[config.mk]
export PLATFORM = sky130hd
export DESIGN_NAME = fft_stage
export DESIGN_NICKNAME = d
export VERILOG_FILES = /design/src/design/fft_num_pkg.sv /design/src/design/fft_stream_pkg.sv /design/src/design/fft_stage.sv /design/src/design/fft_butterfly.sv
export SDC_FILE = /design/constraint.sdc
export NUM_CORES = 1
export LEC_CHECK = 0
export ABC_AREA = 1
export BUFFER_PORTS_ARGS = -buffer_cell sky130_fd_sc_hd__buf_2
export CAP_MARGIN = 15
export CORE_AREA = 3 3 399 401
export DETAILED_ROUTE_END_ITERATION = 7
export DIE_AREA = 0 0 402 404
export PLACE_DENSITY = 0.61
export SLEW_MARGIN = 20
export SYNTH_ARGS = -nofsm -noshare
export SYNTH_HDL_FRONTEND = slang
export SYNTH_SLANG_ARGS = --single-unit
export TNS_END_PERCENT = 1
[constraint.sdc]
create_clock -name clk -period 39.9 [get_ports clk]
set_input_delay 3.99 -clock clk [delete_from_list [all_inputs] [get_ports clk]]
set_output_delay 3.99 -clock clk [all_outputs]
set_load 0.02 [all_outputs]
[src/design/fft_num_pkg.sv]
package fft_num_pkg;

  //////////////////////////////////////////////////
  // transform size
  //////////////////////////////////////////////////

  localparam int n_samples = 8;
  localparam int n_stages  = $clog2(n_samples);  // 3 for 8 points

  //////////////////////////////////////////////////
  // fixed-point format
  //////////////////////////////////////////////////

  localparam int word_width = 32;
  localparam int frac_bits  = 16;  // Q16.16

  typedef logic signed [word_width-1:0] fx_t;

  typedef struct packed {
    fx_t re;
    fx_t im;
  } cplx_t;

  //////////////////////////////////////////////////
  // twiddle factors
  //////////////////////////////////////////////////

  // W8^k = cos(2*pi*k/8) - j*sin(2*pi*k/8)
  // only the first half of the circle is used by a DIT butterfly
  localparam fx_t tw_cos [n_samples/2] = '{
    32'sd65536,   // 1.0
    32'sd46341,   // 1/sqrt(2)
    32'sd0,
    -32'sd46341
  };

  localparam fx_t tw_sin [n_samples/2] = '{
    32'sd0,
    32'sd46341,
    32'sd65536,
    32'sd46341
  };

endpackage
[src/design/fft_stream_pkg.sv]
package fft_stream_pkg;

  //////////////////////////////////////////////////
  // frames moving over the valid/ready links
  //////////////////////////////////////////////////

  // real samples as delivered by the caller, sample i in element i
  typedef fft_num_pkg::fx_t [fft_num_pkg::n_samples-1:0] real_frame_t;

  // complex frame between loader, stages and the output port
  // element i holds bin i once the last stage is done
  typedef fft_num_pkg::cplx_t [fft_num_pkg::n_samples-1:0] cplx_frame_t;

endpackage

[src/design/fft_stage.sv]
`timescale 1ns/1ps

module fft_stage #(
  parameter int stage_idx = 0
) (
  input  logic                        clk,
  input  logic                        rst,

  input  fft_stream_pkg::cplx_frame_t in_frame,
  input  logic                        in_val,
  output logic                        in_rdy,

  output fft_stream_pkg::cplx_frame_t out_frame,
  output logic                        out_val,
  input  logic                        out_rdy
);

  localparam int span    = 1 << stage_idx;  // distance between the two legs
  localparam int tw_step = fft_num_pkg::n_samples / (2 * span);

  wire fft_stream_pkg::cplx_frame_t bfly_frame;  // one driver per leg

  fft_stream_pkg::cplx_frame_t frame_q;
  logic                        full;

  //////////////////////////////////////////////////
  // butterflies
  //////////////////////////////////////////////////

  generate
    for (genvar j = 0; j < fft_num_pkg::n_samples / 2; j++) begin : g_bfly
      localparam int pos = j % span;                      // place inside its group
      localparam int lo  = (j / span) * 2 * span + pos;
      localparam int hi  = lo + span;
      localparam int k   = pos * tw_step;                 // twiddle index

      fft_butterfly bfly_i (
        .a    (in_frame[lo]),
        .b    (in_frame[hi]),
        .tw_re(fft_num_pkg::tw_cos[k]),
        .tw_im(fft_num_pkg::tw_sin[k]),
        .top  (bfly_frame[lo]),
        .bot  (bfly_frame[hi])
      );
    end
  endgenerate

  //////////////////////////////////////////////////
  // output slot
  //////////////////////////////////////////////////

  // a full slot can take a new frame in the same cycle the old one leaves
  assign in_rdy = !full || out_rdy;

  always_ff @(posedge clk) begin
    if (rst) begin
      full <= 1'b0;
    end else if (in_val && in_rdy) begin
      full <= 1'b1;
    end else if (out_rdy) begin
      full <= 1'b0;  // drained, nothing behind it
    end
  end

  always_ff @(posedge clk) begin
    if (in_val && in_rdy) begin
      frame_q <= bfly_frame;
    end
  end

  assign out_frame = frame_q;
  assign out_val   = full;

endmodule

[src/design/fft_butterfly.sv]
`timescale 1ns/1ps

module fft_butterfly (
  input  fft_num_pkg::cplx_t a,
  input  fft_num_pkg::cplx_t b,
  input  fft_num_pkg::fx_t   tw_re,
  input  fft_num_pkg::fx_t   tw_im,
  output fft_num_pkg::cplx_t top,
  output fft_num_pkg::cplx_t bot
);

  typedef logic signed [2*fft_num_pkg::word_width-1:0] wide_t;

  fft_num_pkg::fx_t t_re;
  fft_num_pkg::fx_t t_im;

  // full 64-bit product, round to nearest, back to Q16.16
  function automatic fft_num_pkg::fx_t fx_mul(
    input fft_num_pkg::fx_t x,
    input fft_num_pkg::fx_t y
  );
    wide_t prod;
    prod = x * y;
    prod = prod + (wide_t'(1) <<< (fft_num_pkg::frac_bits - 1));  // half LSB
    return fft_num_pkg::fx_t'(prod >>> fft_num_pkg::frac_bits);
  endfunction

  // t = b * (tw_re - j*tw_im)
  always_comb begin
    t_re = fx_mul(b.re, tw_re) + fx_mul(b.im, tw_im);
    t_im = fx_mul(b.im, tw_re) - fx_mul(b.re, tw_im);
  end

  // no growth guard, caller keeps inputs small
  always_comb begin
    top.re = a.re + t_re;
    top.im = a.im + t_im;
    bot.re = a.re - t_re;
    bot.im = a.im - t_im;
  end

endmodule

==> flow_metrics.py <==
metrics = {
    "synthesis": {
        "synth_area_leader_cell": "edfxtp_1",
        "synthMuxAreaShare_pct": 0,
        "synthAdderAreaFrac_pct": 11.8,
        "synth_top_area_share_pct": 27.4,
        "synth_simple_gate_area_share_pct": 35.3,
        "synth_cells": 8531,
        "synth_xor_area_share_pct": 4.19,
        "synth_seq_cells": 505,
        "synthTopCellsByArea": "edfxtp_1 27%, nand2_1 21%, inv_1 13%",
        "synth.avg_cell_area_um2": 6.48,
        "synth_top_family_by_area": "simple AND/OR/NAND/NOR gates",
        "ys_seq_area_share_pct": 27.4,
        "yosysWarnings": 0,
        "synth_compound_area_share_pct": 4.97,
        "synthesis.area_um2": 55200,
        "syn-num-nets": 9559,
        "synth.distinct_cells": 35,
    },
    "floorplan": {
        "core_area_um2": 156000,
        "fp-row-count": 145,
        "fp.dieH_um": 404,
        "initial_core_util_pct": 35.4,
        "die_w_um": 402,
        "pin_count": 1030,
        "dieArea_um2": 162000,
    },
    "cells_and_area": {
        "fin_cells": 11500,
        "drive_above_1_share_pct": 14.8,
        "synthToLayoutAreaGrowth_pct": 14.5,
        "stdcell_area_um2": 63300,
        "nFillCells": 16900,
        "nets": 10400,
    },
    "sta": {
        "setup_viol": 0,
        "rsz0062_at_grt": "no",
        "worst_slack_ns": 31.37,
        "post-route-period-util_pct": 21.4,
        "finalClockSkew_ns": 0.0426,
        "tightest_slew_ns": 0.925,
        "maxSlewViolCount": 0,
        "hold_viol": 0,
        "fmax_ghz": 0.117,
        "period_minus_slack_ns": 8.53,
        "maxSlewHeadroom_pct": 38.3,
        "whs_ns": 0.629,
        "tns_ns": 0,
    },
    "setup_path": {
        "crit_slowest_cell": "inv_1",
        "cp-end-kind": "output pin",
        "crit_top_cell": "buf_2",
        "r2r_start": "out_val",
        "r2r_cells": 5,
        "r2r_slack_ns": 35.88,
        "setup.worst_path.end": "in_rdy",
        "crit_path_start": "out_rdy",
        "worst_ep_arrival_time_ns": 4.54,
        "cpPeakStageDelay_ns": 0.17,
        "r2r-end": "out_frame[357]",
        "cp_max_fo": 2,
        "crit_required_ns": 35.91,
        "crit_chain": "buf_2 > inv_1 > nand2_1 > buf_2",
        "startpoint_type": "input pin",
        "crit_type": "in2out",
    },
    "global_route": {
        "antenna_found_initial": 54,
        "grt_pass1_wl_um": 328000,
        "grt-ovfl-total": 0,
        "grt_usage_pct": 26.9,
        "grt_pass1_vias": 51700,
        "grt_max_degree": 71,
    },
    "clock_tree": {
        "cts_buffer_depth": 3,
        "cts_resized": 0,
        "cts_root_buf": "clkbuf_16",
        "postCtsSetupBuffers": 0,
        "cts_tree": "built",
        "clkLatencyLatePin_ns": 0.67,
        "clk_pin_slew_ns": 0.06,
        "htreeDepth": 3,
        "clock_sinks": 505,
        "hold_buffers": 0,
        "numCtsBuffers": 68,
    },
    "power": {
        "powerDensity_nw_per_um2": 34.2,
        "ir_worst_vdd_v": 0.0000281,
        "p_leak_nw": 36.1,
    },
    "routing": {
        "firstDrtPassIters": 6,
        "drc": 0,
        "drt_iter0_drc": 4457,
        "via_per_inst": 4.78,
        "ant_nets": 0,
        "wl_per_cell_um": 19.7,
        "vias": 55200,
        "wl_um": 227000,
    },
    "min_path": {
        "holdPathStages": 2,
        "holdCritPathClass": "reg2reg",
    },
    "run": {
        "maxCapViolCount": 0,
    },
    "place": {
        "gp_congestion": 1.01,
        "dp_hpwl_um": 197000,
        "placed_cell_area_um2": 61000,
        "dp.cells": 11400,
        "io_buffers": 1029,
        "place_ws_ns": 31.36,
    },
    "status": {
        "outcome": "finished, final reports clean",
    },
}
report_power, final:
| group | switching [W] | total [W] | leakage, nW | internal, W |
|---|---|---|---|---|
| Combinational | 0.000599 | 0.000840 | 30.2 | 0.000241 |
| Sequential | 0.0000297 | 0.000711 | 4.91 | 0.000681 |
| Clock | 0.000263 | 0.000615 | 1.05 | 0.000352 |
| Total | 0.000892 | 0.00217 | 36.1 | 0.00127 |
layer usage:
metal,track usage [%],routed length [um]
met3,5.37,16900
met2,44.2,103000
met1,34.8,98600
met4,10.2,8460
met5,0,94
cells by family after synthesis:
kind of cell | after synthesis
compound gates | 505
xor+xnor | 264
fa+ha+maj | 512
buf+inv | 2087
flops | 505
simple gates | 4658
through the flow:
stage	util, %	power (W)
floorplan	-	0.00128
global placement	39.1	0.00155
detailed placement	39.1	0.00155
CTS	40.5	0.00218
global route	40.5	0.00229
finish	40.5	0.00217
cells in the mapped netlist:
library cell and instances:
xor2_1 240, clkbuf_2 11, ha_1 496, nand3_1 418, a21o_1 8, inv_2 10, a21oi_1 344, buf_4 65
fa_1 16, buf_2 33, and2_1 14, nand2_2 49, inv_1 1849, nor3_1 54, nand4_1 88, nor3b_1 4
nor3b_2 3, nor2_1 745, nand3b_1 14, edfxtp_1 504, nor2_2 86, nand2_4 8, nand3_2 33, o21bai_1 78
a21oi_2 1, buf_6 119, and3_1 1, xnor2_1 24, nand2_1 3074, dfxtp_1 1, o21ai_1 8, nor3_2 42
o21ai_0 66, nand3b_2 1, nor2_4 24
critical path, delay by kind of cell:
family / cells / cell delay, ns
buffers and inverters: 3 / 0.44
and+or+nand+nor: 1 / 0.10
worst min path at each step:
stage	startpoint	to	slack (ns)
after global routing	out_val	out_val	0.68
after floorplan	out_val	out_val	0.71
after detailed placement	out_val	out_val	0.62
after CTS	out_val	out_val	0.63
final	out_val	out_val	0.63
after global placement	out_val	out_val	0.61
cell usage in the layout (no fill, tap or decap), drive strengths merged:
cell type,count
a21o,8
a21oi,345
and2,14
and3,1
buf,1038
bufinv,5
clkbuf,72
clkinv,24
clkinvlp,11
dfxtp,1
diode,28
edfxtp,504
fa,16
ha,496
inv,1868
nand2,3131
nand3,451
nand3b,15
nand4,88
nor2,855
nor3,96
nor3b,7
o21ai,74
o21bai,78
xnor2,24
xor2,240
state kept, by name, summed over array words and instances (netlist names):
register,flops
out_frame,504
out_val,1
cell type report:
cell class | count | area, um^2 | area share [%]
diodes | 28 | 70.1 | 0.111
clock buffers | 72 | 1740 | 2.75
clock inverters | 49 | 455 | 0.720
inverters | 1859 | 6980 | 11.0
multi-input cells | 5939 | 31100 | 49.1
flip-flops and latches | 505 | 15200 | 24.0
well taps | 2058 | 2570 | 4.07
repair buffers | 1038 | 5220 | 8.25
(Power assumes the default switching activity.)
