$ cat src/design/fft_num_pkg.sv
package fft_num_pkg;

  //////////////////////////////////////////////////
  // transform size
  //////////////////////////////////////////////////

  localparam int n_samples = 8;
  localparam int n_stages  = $clog2(n_samples);  // 3 for 8 points

  //////////////////////////////////////////////////
  // fixed-point format
  //////////////////////////////////////////////////

  localparam int word_width = 32;
  localparam int frac_bits  = 16;  // Q16.16

  typedef logic signed [word_width-1:0] fx_t;

  typedef struct packed {
    fx_t re;
    fx_t im;
  } cplx_t;

  //////////////////////////////////////////////////
  // twiddle factors
  //////////////////////////////////////////////////

  // W8^k = cos(2*pi*k/8) - j*sin(2*pi*k/8)
  // only the first half of the circle is used by a DIT butterfly
  localparam fx_t tw_cos [n_samples/2] = '{
    32'sd65536,   // 1.0
    32'sd46341,   // 1/sqrt(2)
    32'sd0,
    -32'sd46341
  };

  localparam fx_t tw_sin [n_samples/2] = '{
    32'sd0,
    32'sd46341,
    32'sd65536,
    32'sd46341
  };

endpackage
$ cat src/design/fft_stream_pkg.sv
package fft_stream_pkg;

  //////////////////////////////////////////////////
  // frames moving over the valid/ready links
  //////////////////////////////////////////////////

  // real samples as delivered by the caller, sample i in element i
  typedef fft_num_pkg::fx_t [fft_num_pkg::n_samples-1:0] real_frame_t;

  // complex frame between loader, stages and the output port
  // element i holds bin i once the last stage is done
  typedef fft_num_pkg::cplx_t [fft_num_pkg::n_samples-1:0] cplx_frame_t;

endpackage

$ cat src/design/fft_frame_loader.sv
`timescale 1ns/1ps

module fft_frame_loader (
  input  logic                        clk,
  input  logic                        rst,

  input  fft_stream_pkg::real_frame_t in_frame,
  input  logic                        in_val,
  output logic                        in_rdy,

  output fft_stream_pkg::cplx_frame_t out_frame,
  output logic                        out_val,
  input  logic                        out_rdy
);

  fft_stream_pkg::cplx_frame_t load_frame;
  fft_stream_pkg::cplx_frame_t frame_q;
  logic                        full;

  // mirror the n_stages index bits
  function automatic int bitrev(input int idx);
    int rev;
    rev = 0;
    for (int b = 0; b < fft_num_pkg::n_stages; b++) begin
      rev = (rev << 1) | ((idx >> b) & 1);
    end
    return rev;
  endfunction

  always_comb begin
    for (int i = 0; i < fft_num_pkg::n_samples; i++) begin
      load_frame[bitrev(i)].re = in_frame[i];
      load_frame[bitrev(i)].im = '0;  // real input
    end
  end

  //////////////////////////////////////////////////
  // input slot, same handshake as a stage
  //////////////////////////////////////////////////

  assign in_rdy = !full || out_rdy;

  always_ff @(posedge clk) begin
    if (rst) begin
      full <= 1'b0;
    end else if (in_val && in_rdy) begin
      full <= 1'b1;
    end else if (out_rdy) begin
      full <= 1'b0;
    end
  end

  always_ff @(posedge clk) begin
    if (in_val && in_rdy) begin
      frame_q <= load_frame;
    end
  end

  assign out_frame = frame_q;
  assign out_val   = full;

endmodule

$ cat config.mk
export PLATFORM = sky130hd
export DESIGN_NAME = fft_frame_loader
export DESIGN_NICKNAME = d
export VERILOG_FILES = /design/src/design/fft_num_pkg.sv /design/src/design/fft_stream_pkg.sv /design/src/design/fft_frame_loader.sv
export SDC_FILE = /design/constraint.sdc
export NUM_CORES = 1
export LEC_CHECK = 0
export BUFFER_PORTS_ARGS = -buffer_cell sky130_fd_sc_hd__buf_2
export CORE_AREA = 4 4 298 300
export DETAILED_ROUTE_END_ITERATION = 7
export DIE_AREA = 0 0 302 304
export HOLD_SLACK_MARGIN = 0.1
export PLACE_DENSITY = 0.39
export SETUP_SLACK_MARGIN = 0.2
export SYNTH_ARGS = -nofsm -noshare
export SYNTH_HDL_FRONTEND = slang
export SYNTH_SLANG_ARGS = --single-unit
export TNS_END_PERCENT = 30
$ cat constraint.sdc
create_clock -name clk -period 3.1 [get_ports clk]
set_input_delay 0.155 -clock clk [delete_from_list [all_inputs] [get_ports clk]]
set_output_delay 0.155 -clock clk [all_outputs]
set_load 0.01 [all_outputs]
==> impl.org, run 1 <==
** Synthesis
- Fraction of registers with async set/reset :: 0%
- In this run the mean area of a mapped cell was 18.7 um^2.
- Top cell type's share of synthesized area :: 79.5%
- The synthesized design contains 256 enable-type register cells.
- Yosys warning total :: 0
- Number of distinct library cells after synthesis :: 8
- sky130_fd_sc_hd__edfxtp_1 takes more of the synthesized area than any other cell.
- Synthesis produced a netlist whose cell count is 518.
- Top cell types by occurrence after synthesis :: sky130_fd_sc_hd__buf_4 (256), sky130_fd_sc_hd__edfxtp_1 (256)
- Dominant cells by area after synthesis :: sky130_fd_sc_hd__edfxtp_1 (80%), sky130_fd_sc_hd__buf_4 (20%), sky130_fd_sc_hd__dfxtp_1 (0.21%)
- Synthesized area :: 9670 um^2
- Flop and latch count out of synthesis :: 257
- Of the synthesized area, sequential elements account for 79.7%.
- Top flip-flop cell by instance count after synthesis :: sky130_fd_sc_hd__edfxtp_1

** Global route
- Largest net degree at the start of global routing :: 84
- The number of global-route vias before repair came to 7063.
- The first global-routing pass estimated 51600 um of wire.
- GRT Overall Usage :: 7.91%
- The number of antenna violations at the first check in global routing came to 16.
- The total overflow left after global routing is 0.

** Setup path
- Critical path launch point type :: register
- The worst register-to-register path has a setup slack of 1400 ps.
- In this run the worst path has a maximum fanout of 83.
- Data on the critical path is required at its endpoint by 3280 ps.
- Logic depth of the worst register-to-register path :: 3
- The worst register-to-register path begins at out_val.
- The most critical setup path has its endpoint at out_frame[225].
- The endpoint identified for the worst register-to-register timing path is out_frame[225].
- STA classifies the critical path endpoint as a register.
- The setup path with the least slack is of type register to register.
- Tracing the worst setup path back leads to its startpoint at out_val.
- Data on the critical path arrives at its endpoint at 1880 ps.

** Pwr
- For this design the ratio of total power to cell area is 554 nW/um^2.
- Worst supply voltage drop on vdd :: 0.358 mV
- Cell-internal power :: 6.95 mW
- The share of total power dissipated in the clock network is 43.5%.
- Of the total power, registers draw 44.9%.
- The analysis attributes to net switching a power of 2.23 mW.
- Switching Fraction :: 24.3%
- Total power for the finished layout comes to 9.18 mW.
- Share of total power in combinational logic :: 11.5%
- Static leakage power :: 7.04 nW

** Cells and area
- In the final layout, the share of cells above drive strength 1 is 42.4%.
- Post-Layout Cell Count :: 2527
- Final-stage net count :: 1596
- The area growth from synthesis to layout is 71.3%.
- Counting the fill cells in the layout gives 9380.

** Clocking
- TritonCTS built the clock tree.
- Clock latency on the worst-skew pair, taken at its later pin, is 550 ps.
- Number of CTS-inserted buffers :: 34
- After clock tree synthesis, the clock-pin slew on the worst setup and hold paths is 60 ps.
- No sink is reached through more buffers than the 3 on the longest clock path.
- The root buffer cell chosen for the clock tree is sky130_fd_sc_hd__clkbuf_16.
- Clock H-tree levels :: 2
- Post-CTS repair changed the size of 0 cells.
- For this design, the sink count on the clock tree is 257.

** Place
- Buffers placed on the I/O ports in this run total 517.
- Cell Count Post-Placement :: 2197
- At the end of routability-driven placement, the weighted congestion stood at 0.763.
- Final HPWL DP :: 31000 um

** Hold path
- Worst hold path cell count :: 2
- Class of the tightest hold or removal check :: input port to register

** STA
- Setup repair after global routing missed its margin :: no
- The number of endpoints with negative hold slack in the final report is 0.
- Between clock sinks in the finished design, the worst skew comes to 27.7 ps.
- Post-route setup TNS :: 0 ps
- The final critical path takes up 55.0% of the cycle.
- The max-slew violation count was 0.
- After layout, the minimum clock period comes to 1700 ps.
- Final Setup Violations :: 0
- Based on the critical path, the design can be clocked at up to 0.587 GHz.

** Die
- Die height :: 304 um
- The floorplan step defined a core boundary enclosing 86200 um^2.
- 774 I/O pins were placed.
- Initial Util :: 11.2%
- Row generation in the floorplan step produced 108 rows.
- The floorplan step defined a die boundary enclosing 91800 um^2.
- From left edge to right edge, the die measures 302 um.

** Drt
- The routed design uses 19900 um of met2 wire.
- The detailed router used layers up to and including met5.
- After detailed routing, the met3 layer carries 4700 um of wire.
- Routed wire length :: 39400 um
- Routed vias :: 6656
- Metal-1 WL :: 12900 um
- The count of nets left with antenna violations once routing finished came out at 0.
- Starting DRC count in detailed routing :: 303
- Dividing the detail-routed via count by the number of cells gives 2.63.
- The first detailed-routing pass ran for 4 iterations.
- Average wire per standard cell :: 15.6 um
- # DRC :: 0

** Status
- The run finished with clean final reports.

** Job
- Max-cap violations in this run came to 0.
[worst min path at each step]
stage / start / end / slack (ps)
2_1_floorplan: rst / out_val / 220
3_3_place_gp: in_frame[150] / out_frame[118] / 330
3_5_place_dp: in_frame[148] / out_frame[116] / 330
4_1_cts: in_val / out_frame[378] / 170
5_1_grt: in_val / out_frame[378] / 180
6_report: in_val / out_frame[378] / 200
[flip-flops by register name, indices dropped and copies added, names as in the netlist]
register / cells
out_frame: 256
out_val: 1
[layer usage]
metal	track usage, %	vias up
met5	0	-
met4	3.95	2
met3	3.20	60
met2	14.6	501
met1	7.55	3105
li1	-	2988
[worst max-delay path, cell delays in order (launching register included)]
cell and delay (ps):
sky130_fd_sc_hd__dfxtp_1 330, sky130_fd_sc_hd__nand2b_4 130, sky130_fd_sc_hd__and2_4 370, sky130_fd_sc_hd__buf_12 380
[power by group through the flow]
| stage | Sequential, mW | Clock (mW) | Combinational [mW] |
|---|---|---|---|
| after floorplan | 4.31 | 0 | 0.437 |
| after global placement | 4.20 | 0 | 0.786 |
| after detailed placement | 4.20 | 0 | 0.787 |
| after CTS | 4.13 | 4.23 | 1.08 |
| after global routing | 4.14 | 4.35 | 1.15 |
| final | 4.13 | 4.00 | 1.06 |
[cells in the final DEF (no fill, tap or decap), types with 4 or more instances in the layout]
master                          instances
sky130_fd_sc_hd__conb_1               256
sky130_fd_sc_hd__diode_2               12
sky130_fd_sc_hd__edfxtp_1             256
sky130_fd_sc_hd__buf_2                517
sky130_fd_sc_hd__bufinv_16              4
sky130_fd_sc_hd__clkinv_1               7
sky130_fd_sc_hd__dlygate4sd3_1        258
sky130_fd_sc_hd__clkbuf_1               5
sky130_fd_sc_hd__buf_4                  5
sky130_fd_sc_hd__clkbuf_16             35
[per-stage QoR]
| step | instance area [um^2] | utilization, % | hold slack (ps) | worst slack, ps |
|---|---|---|---|---|
| finish | 16600 | 19.2 | 204 | 1400 |
| global route | 16500 | 19.2 | 180 | 1290 |
| CTS | 16500 | 19.2 | 169 | 1320 |
| detailed placement | 12800 | 14.9 | 333 | 1370 |
| global placement | 12800 | 14.9 | 332 | 1350 |
| floorplan | 10600 | - | 217 | 397 |
[what timing repair did]
action                    4_1_cts  5_1_grt
hold buffers                  258        0
hold endpoints to repair      257        0
buffers inserted                0        0
[cell families after synthesis]
logic type,count (synthesis),synth area share [%]
DFF,257,79.7
buffers and inverters,257,19.9
and+or+nand+nor,2,0.233
AOI/OAI and AO/OA,1,0.0906
other,1,0.0388
[cell type report]
class                   instances  area, um^2  area share (%)
diodes                         12        30.0           0.181
repair buffers                783        5270            31.8
well taps                    1155        1450            8.72
clock inverters                20         224            1.35
inverters                       1        3.75          0.0227
multi-input cells             259         992            5.99
flip-flops and latches        257        7710            46.5
clock buffers                  40         895            5.40
(Power assumes the default switching activity.)
==> inputs of run 2 (changes only) <==
ABC_AREA = 1   (was unset)
clock period = 1.8 ns   (was 3.1 ns; I/O delays follow)
==> impl.org, run 2 <==
** Synthesis
- The predominant post-synthesis flop cell is sky130_fd_sc_hd__edfxtp_1 (unchanged).
- Top cell type's share of synthesized area :: 79.6% (was 79.5%)
- The async set-reset flop share out of synthesis was 0% (unchanged).
- The number of synthesis warnings was 0 (unchanged).
- The dominant cell type by area after synthesis was sky130_fd_sc_hd__edfxtp_1 (unchanged).
- The flop and latch count out of synthesis was 257 (unchanged).
- The sequential share of the synthesized area is 79.8% (was 79.7%).
- Dominant cells by area after synthesis :: sky130_fd_sc_hd__edfxtp_1 (80%), sky130_fd_sc_hd__buf_4 (20%), sky130_fd_sc_hd__dfxtp_1 (0.21%) (unchanged)
- Top cell types by occurrence after synthesis: sky130_fd_sc_hd__buf_4 (256), sky130_fd_sc_hd__edfxtp_1 (256) (unchanged).
- Synth Area per Inst :: 18.6 um^2 (was 18.7 um^2)
- The number of instances in the synthesized netlist came to 519 (was 518).
- The number of enable-type register cells in the synthesized netlist is 256 (unchanged).
- The summed instance area of the synthesized netlist is 9660 um^2 (was 9670 um^2).
- Number of distinct library cells after synthesis :: 9 (was 8)

** STA
- Setup repair after global routing missed its margin: no (unchanged).
- The setup-violating endpoint count in the final report came to 0 (unchanged).
- Final Cycle Share :: 81.4% (was 55.0%)
- Minimum setup slack in the final design :: 336 ps (was 1400 ps)
- Peak clock frequency supported by timing :: 0.683 GHz (was 0.587 GHz)
- The max-slew violation count is 0 (unchanged).
- Post-route setup TNS :: 0 ps (unchanged)
- The worst-case clock skew came to 10.4 ps (was 27.7 ps).
- Clock period minus final worst setup slack :: 1460 ps (was 1700 ps)
- The number of endpoints with negative hold slack in the final report came to 0 (unchanged).

** Die
- The width of the die was 302 um (unchanged).
- Floorplan core area :: 86200 um^2 (unchanged)
- The I/O pin total was 774 (unchanged).
- Die footprint :: 91800 um^2 (unchanged)
- Initial Util :: 11.2% (about the same)
- The die boundary height is 304 um (unchanged).
- Number of core rows :: 108 (unchanged)

** Place
- The placed wire-length estimate was 30300 um (was 31000 um).
- The placed instance area came to 12900 um^2 (was 12800 um^2).
- The placer congestion estimate was 0.795 (was 0.763).
- Cell Count Post-Placement :: 2206 (was 2197)
- The worst slack at placement came to 320 ps (was 1370 ps).
- The count of buffers from port buffering came to 517 (unchanged).

** Global route
- Largest net degree at the start of global routing :: 58 (was 84)
- The total routing usage reported by global routing came to 7.65% (was 7.91%).
- First-pass GRT wire length :: 50900 um (was 51600 um)
- The global route total overflow came to 0 (unchanged).
- The number of antenna violations at the first check in global routing came to 17 (was 16).
- The number of global-route vias before repair came to 7019 (was 7063).

** Setup path
- The top fanout value on the critical path was 41 (was 83).
- The startpoint kind of the worst setup timing path was a register (unchanged).
- Category of the worst setup path capture point :: register (unchanged)
- The arrival time reported for the critical path endpoint is 1730 ps (was 1880 ps).
- CP required :: 2070 ps (was 3280 ps)
- Logic depth of the worst register-to-register path :: 3 (unchanged)
- The critical path class is register to register (unchanged).

** Pwr
- Power per unit of standard cell area :: 924 nW/um^2 (was 554 nW/um^2)
- Cell-internal power :: 11.6 mW (was 6.95 mW)
- Worst supply voltage drop on vdd :: 0.661 mV (was 0.358 mV)
- The relative contribution of the clock network to total power is 41.5% (was 43.5%).
- Net switching power figure :: 3.69 mW (was 2.23 mW)
- The part of the total power dissipated in sequential elements was 46.4% (was 44.9%).
- The fraction of power spent switching nets was 24.1% (was 24.3%).
- The logic gate share of total power is 12.1% (was 11.5%).
- Static leakage power :: 7.05 nW (was 7.04 nW)

** Clocking
- The number of H-tree levels came to 1 (was 2).
- CTS Sinks :: 257 (unchanged)
- The buffers inserted during post-CTS setup optimization came to 0 (unchanged).
- TritonCTS clock tree :: done (unchanged)
- The source-to-sink clock delay at the later pin of the worst-skew pair came to 590 ps (was 550 ps).
- Clock slew seen by the registers of the worst setup and hold paths :: 60 ps (about the same)
- Buffer depth of the longest clock path :: 3 (unchanged)
- CTS root buf :: sky130_fd_sc_hd__clkbuf_16 (unchanged)
- The CTS buffer count was 29 (was 34).

** Cells and area
- The signed area change from the synthesized netlist to the final layout came to 71.5% (was 71.3%).
- Area of combinational cells with multiple inputs :: 992 um^2 (unchanged)
- Layout cells sized above 1 :: 42.9% (was 42.4%)
- Post-Layout Cell Count :: 2525 (was 2527)
- The post-layout instance area came to 16600 um^2 (about the same).
- Leading cell type in the layout, fill and taps excluded :: sky130_fd_sc_hd__buf_2 (unchanged)
- Fraction of the core area covered by cells at the end of the flow :: 19.2% (about the same)
- The total area of sequential cells was 7710 um^2 (about the same).
- Number of fillers in the final layout :: 9359 (was 9380)
- The flip-flop count of the largest register, all copies and words added came to 256 (unchanged).
- Final-stage net count :: 1602 (was 1596)
- Most frequent cells in the layout: sky130_fd_sc_hd__buf_2 (517), sky130_fd_sc_hd__dlygate4sd3_1 (260), sky130_fd_sc_hd__conb_1 (256), sky130_fd_sc_hd__edfxtp_1 (256), sky130_fd_sc_hd__clkbuf_16 (29) (was sky130_fd_sc_hd__buf_2 (517), sky130_fd_sc_hd__dlygate4sd3_1 (258), sky130_fd_sc_hd__conb_1 (256), sky130_fd_sc_hd__edfxtp_1 (256), sky130_fd_sc_hd__clkbuf_16 (35)).

** Drt
- # DRC :: 0 (unchanged)
- Drt pass-1 iters :: 4 (unchanged)
- The number of antenna-violating nets in the routed design was 0 (unchanged).
- The number of DRC violations after detailed-routing iteration 0 came to 310 (was 303).
- The final routed wirelength across all metal layers came to 38500 um (was 39400 um).
- The average wire per standard cell is 15.3 um (was 15.6 um).
- Routed vias :: 6728 (was 6656)
- The ratio of routed vias to standard cells is 2.66 (was 2.63).

** Status
- Outcome :: finished, final reports clean (unchanged)

** Job
- The number of max-cap violations is 0 (unchanged).

** Hold path
- The worst hold path cell count was 2 (unchanged).
- Class of the tightest hold or removal check :: input port to register (unchanged)
## run 2: final timing paths
kind	slack, ps	to	start
setup / recovery	340	out_frame[184]	out_val
hold / removal	210	out_frame[508]	in_frame[252]
setup reg to reg	340	out_frame[184]	out_val
hold reg to reg	790	out_frame[490]	out_val
## run 2: layout make-up
class / count / share of cell area (%)
Antenna cell: 5 / 0.0755
Clock buffer: 35 / 4.64
Clock inverter: 19 / 1.53
Inverter: 2 / 0.0453
Multi-Input combinational cell: 259 / 5.99
Sequential cell: 257 / 46.5
Tap cell: 1155 / 8.72
Timing Repair Buffer: 793 / 32.5
## run 2: what timing repair did
action | in CTS | in global routing
hold endpoints to repair | 273 | 0
hold buffers | 260 | 0
gates resized for setup | 0 | 0
## run 2: power by group through the flow
stage / sequential, mW / clock, mW / combinational [mW]
finish: 7.11 / 6.35 / 1.86
floorplan: 7.46 / 0 / 0.753
detailed placement: 7.23 / 0 / 1.37
global placement: 7.24 / 0 / 1.38
global route: 7.13 / 6.93 / 2.00
CTS: 7.11 / 6.69 / 1.87
## run 2: kinds of logic (layout without fill, tap and decap cells)
kind of cell / Yosys count / count (layout) / share of synthesized area, %
buffers and inverters: 258 / 849 / 20.0
AOI/OAI and AO/OA: 2 / 2 / 0.142
DFF: 257 / 257 / 79.8
and+or+nand+nor: 1 / 1 / 0.0648
other: 1 / 261 / 0.0388
## run 2: per-stage QoR
step / hold WS, ps / power (mW)
after floorplan: 145 / 8.21
after global placement: 255 / 8.62
after detailed placement: 255 / 8.61
after CTS: 125 / 15.7
after global routing: 153 / 16.1
final: 206 / 15.3
## run 2: worst max-delay path, cell delays in order, from the launching register on
cell and delay, ps:
sky130_fd_sc_hd__dfxtp_2 340, sky130_fd_sc_hd__a21oi_4 230, sky130_fd_sc_hd__buf_12 240, sky130_fd_sc_hd__buf_12 260
## run 2: layer usage
| metal | GRT usage [%] | up-vias | share of wire (%) | wire, um |
|---|---|---|---|---|
| met5 | 0 | - | 0.023 | 9 |
| met4 | 2.44 | 2 | 3.3 | 1280 |
| met3 | 2.62 | 53 | 12 | 4470 |
| met2 | 14.3 | 503 | 50 | 19300 |
| met1 | 7.99 | 3181 | 35 | 13400 |
| li1 | - | 2989 | - | - |
==> inputs of run 3 (changes only) <==
CORE_AREA = 4 4 301 303   (was 4 4 298 300)
DIE_AREA = 0 0 305 307   (was 0 0 302 304)
PLACE_DENSITY = 0.4   (was 0.39)
clock period = 1.3 ns   (was 1.8 ns; I/O delays follow)
==> impl.org, run 3 (synthesized netlist as in run 2, its figures left out) <==
** Clocking
- Clock insertion delay at the later pin of the skew report :: 560 ps (was 590 ps)
- The number of H-tree levels is 1 (unchanged).
- TritonCTS clock tree :: done (unchanged)
- CTS Sinks :: 257 (unchanged)
- The clock transition at the registers of the reported paths was 60 ps (about the same).
- The CTS buffer count was 29 (unchanged).
- CTS root buf :: sky130_fd_sc_hd__clkbuf_16 (unchanged)
- Buffer depth of the longest clock path :: 3 (unchanged)

** STA
- Setup repair after global routing missed its margin :: yes (was no)
- Maximum clock skew at final layout :: 9.20 ps (was 10.4 ps)
- Clock period minus final worst setup slack :: 1310 ps (was 1460 ps)
- The final sum of negative setup slack was -571 ps (was 0 ps).
- Minimum setup slack in the final design :: -14.1 ps (was 336 ps)
- Slew Limit Fails :: 0 (unchanged)
- The setup-violating endpoint count in the final report came to 85 (was 0).
- The worst hold-check slack was -112 ps (was 206 ps).
- The number of endpoints with negative hold slack in the final report was 1 (was 0).
- Final Cycle Share :: 101% (was 81.4%)
- The highest achievable clock rate is 0.761 GHz (was 0.683 GHz).

** Drt
- Average wire per standard cell :: 15.0 um (was 15.3 um)
- Starting DRC count in detailed routing :: 250 (was 310)
- Vias per Instance :: 2.65 (was 2.66)
- The first-pass detailed-route iteration total was 4 (unchanged).
- The top layer reached by signal wires is met5 (unchanged).
- The final routed wirelength across all metal layers is 38400 um (was 38500 um).
- Wire length on met3 :: 3470 um (was 4470 um)
- The total via count in the routed design is 6752 (was 6728).
- # DRC :: 0 (unchanged)
- The met1 wire length was 15000 um (was 13400 um).
- The length of routed met2 wiring was 18700 um (was 19300 um).
- Remaining antenna violation count after routing :: 0 (unchanged)

** Cells and area
- Flip-flop count of the largest register, all copies and words added :: 256 (unchanged)
- The number of nets in the layout is 1620 (was 1602).
- The fraction of final layout cells sized beyond drive strength 1 came to 43.4% (was 42.9%).
- The utilization after layout was 20.1% (was 19.2%).
- Leading cell type in the layout, fill and taps excluded :: sky130_fd_sc_hd__buf_2 (unchanged)
- Most frequent cells in the layout: sky130_fd_sc_hd__buf_2 (396), sky130_fd_sc_hd__dlygate4sd3_1 (258), sky130_fd_sc_hd__conb_1 (256), sky130_fd_sc_hd__edfxtp_1 (256), sky130_fd_sc_hd__buf_6 (132) (was sky130_fd_sc_hd__buf_2 (517), sky130_fd_sc_hd__dlygate4sd3_1 (260), sky130_fd_sc_hd__conb_1 (256), sky130_fd_sc_hd__edfxtp_1 (256), sky130_fd_sc_hd__clkbuf_16 (29)).
- Post-Layout Cell Count :: 2552 (was 2525)
- The post-layout instance area came to 17700 um^2 (was 16600 um^2).
- Layout area overhead :: 83.1% (was 71.5%)
- The total of fill cells in the finished design was 9474 (was 9359).

** Die
- Initial Util :: 11.0% (was 11.2%)
- Number of core rows :: 109 (was 108)
- The die boundary height was 307 um (was 304 um).
- The floorplan die area is 93600 um^2 (was 91800 um^2).
- The width of the die came to 305 um (was 302 um).
- The area inside the core boundary was 88000 um^2 (was 86200 um^2).
- The I/O pin total came to 774 (unchanged).

** Place
- Port Buffer Count :: 517 (unchanged)
- Cell Count Post-Placement :: 2221 (was 2206)
- The placed instance area was 12900 um^2 (about the same).
- Worst slack after detailed placement :: -43.2 ps (was 320 ps)
- The placed wire-length estimate is 29500 um (was 30300 um).
- Global placer's final weighted congestion :: 0.845 (was 0.795)

** Pwr
- The reported leakage power is 7.49 nW (was 7.05 nW).
- Worst supply voltage drop on vdd :: 0.915 mV (was 0.661 mV)
- Share of total power in combinational logic :: 14.1% (was 12.1%)
- Switching Fraction :: 23.3% (was 24.1%)
- Clock power share :: 39.3% (was 41.5%)
- Net switching power figure :: 4.96 mW (was 3.69 mW)
- The power density of the placed cells is 1200 nW/um^2 (was 924 nW/um^2).
- Reg power frac :: 46.6% (was 46.4%)
- The cell internal power dissipation is 16.3 mW (was 11.6 mW).

** Global route
- Largest net degree at the start of global routing :: 40 (was 58)
- Number of global-route vias before repair :: 6893 (was 7019)
- First-pass GRT wire length :: 48400 um (was 50900 um)
- Initial antenna violation count :: 14 (was 17)
- The global route total overflow came to 0 (unchanged).
- The total routing usage reported by global routing was 7.03% (was 7.65%).

** Setup path
- CP required :: 1580 ps (was 2070 ps)
- Critical R2R Capture :: out_frame[186] (was out_frame[184])
- The arrival time reported for the critical path endpoint was 1590 ps (was 1730 ps).
- The register-to-register setup slack is -10 ps (was 340 ps).
- Launch instance of the worst register-to-register path :: out_val (unchanged)
- The critical path capture point type is a register (unchanged).
- Largest driver fanout on the critical path :: 8 (was 41)
- Logic depth of the worst register-to-register path :: 4 (was 3)
- The startpoint kind of the worst setup timing path is a register (unchanged).
- The critical path class was register to register (unchanged).

** Hold path
- The worst hold path endpoint was out_val (was out_frame[508]).
- Class of the tightest hold or removal check :: input port to register (unchanged)
- The startpoint of the lowest-slack hold path was out_rdy (was in_frame[252]).
- The worst hold path cell count came to 5 (was 2).

** Job
- Max-capacitance violation count :: 0 (unchanged)

** Status
- Failing checks :: hold timing, setup timing
- Outcome: finished with violations (was finished, final reports clean).
## run 3: cell count changes in the layout (fill, tap and decap cells not counted), sizes merged
cell	previous run	this run
clkinv	8	10
clkinvlp	2	0
buf	533	546
inv	6	5
diode	5	4
clkbuf	35	43
dlygate4sd3	260	258
## run 3: power groups by stage
stage	clock [mW]	sequential (mW)	combinational (mW)
floorplan	0	10.3	1.04
detailed placement	0	10.0	1.87
CTS	8.67	9.87	2.57
finish	8.38	9.92	3.00
global placement	0	10.0	1.86
global route	9.04	9.95	3.20
## run 3: worst max-delay path by stage
| stage | start | end | slack, ps | cells past startpoint |
|---|---|---|---|---|
| after floorplan | out_val | out_frame[100] | -3690 | 1 |
| after global placement | out_val | out_frame[364] | -50 | 3 |
| after detailed placement | out_val | out_frame[306] | -40 | 3 |
| after CTS | out_val | in_rdy | -60 | 3 |
| after global routing | out_val | out_frame[508] | -60 | 4 |
| final | out_val | out_frame[186] | -10 | 4 |
## run 3: layout make-up
cell class                      instances  area (um^2)  area share [%]
Multi-Input combinational cell        259          997            5.64
Timing Repair Buffer                  811         6530            36.9
Antenna cell                            4         10.0          0.0566
Clock buffer                           36          752            4.25
Clock inverter                         18          223            1.26
Tap cell                             1165         1460            8.24
Sequential cell                       257         7710            43.6
Inverter                                2         7.51          0.0424
## run 3: timing repair
action | in CTS | in global routing
resized for setup | 20 | 202
setup buffers | 0 | 4
hold endpoints to repair | 257 | 1
endpoints found under the setup margin | 513 | 514
cloned | 0 | 11
hold buffers | 257 | 1
pin swaps | 0 | 1
## run 3: stage by stage
step | hold WS, ps | power, mW
global placement | 236 | 11.9
global route | -133 | 22.2
detailed placement | 231 | 11.9
CTS | -241 | 21.1
finish | -112 | 21.3
floorplan | 120 | 11.4
## run 3: worst max-delay path, stage by stage, from the launching register on
cell and delay (ps):
sky130_fd_sc_hd__dfxtp_4 360, sky130_fd_sc_hd__a21oi_4 140, sky130_fd_sc_hd__buf_12 150, sky130_fd_sc_hd__clkbuf_16 210, sky130_fd_sc_hd__clkbuf_16 160
## run 3: layer usage
| metal | vias up | global-route usage [%] |
|---|---|---|
| met1 | 3240 | 8.29 |
| li1 | 3023 | - |
| met4 | 8 | 2.22 |
| met3 | 67 | 2.67 |
| met5 | - | 0 |
| met2 | 414 | 11.8 |
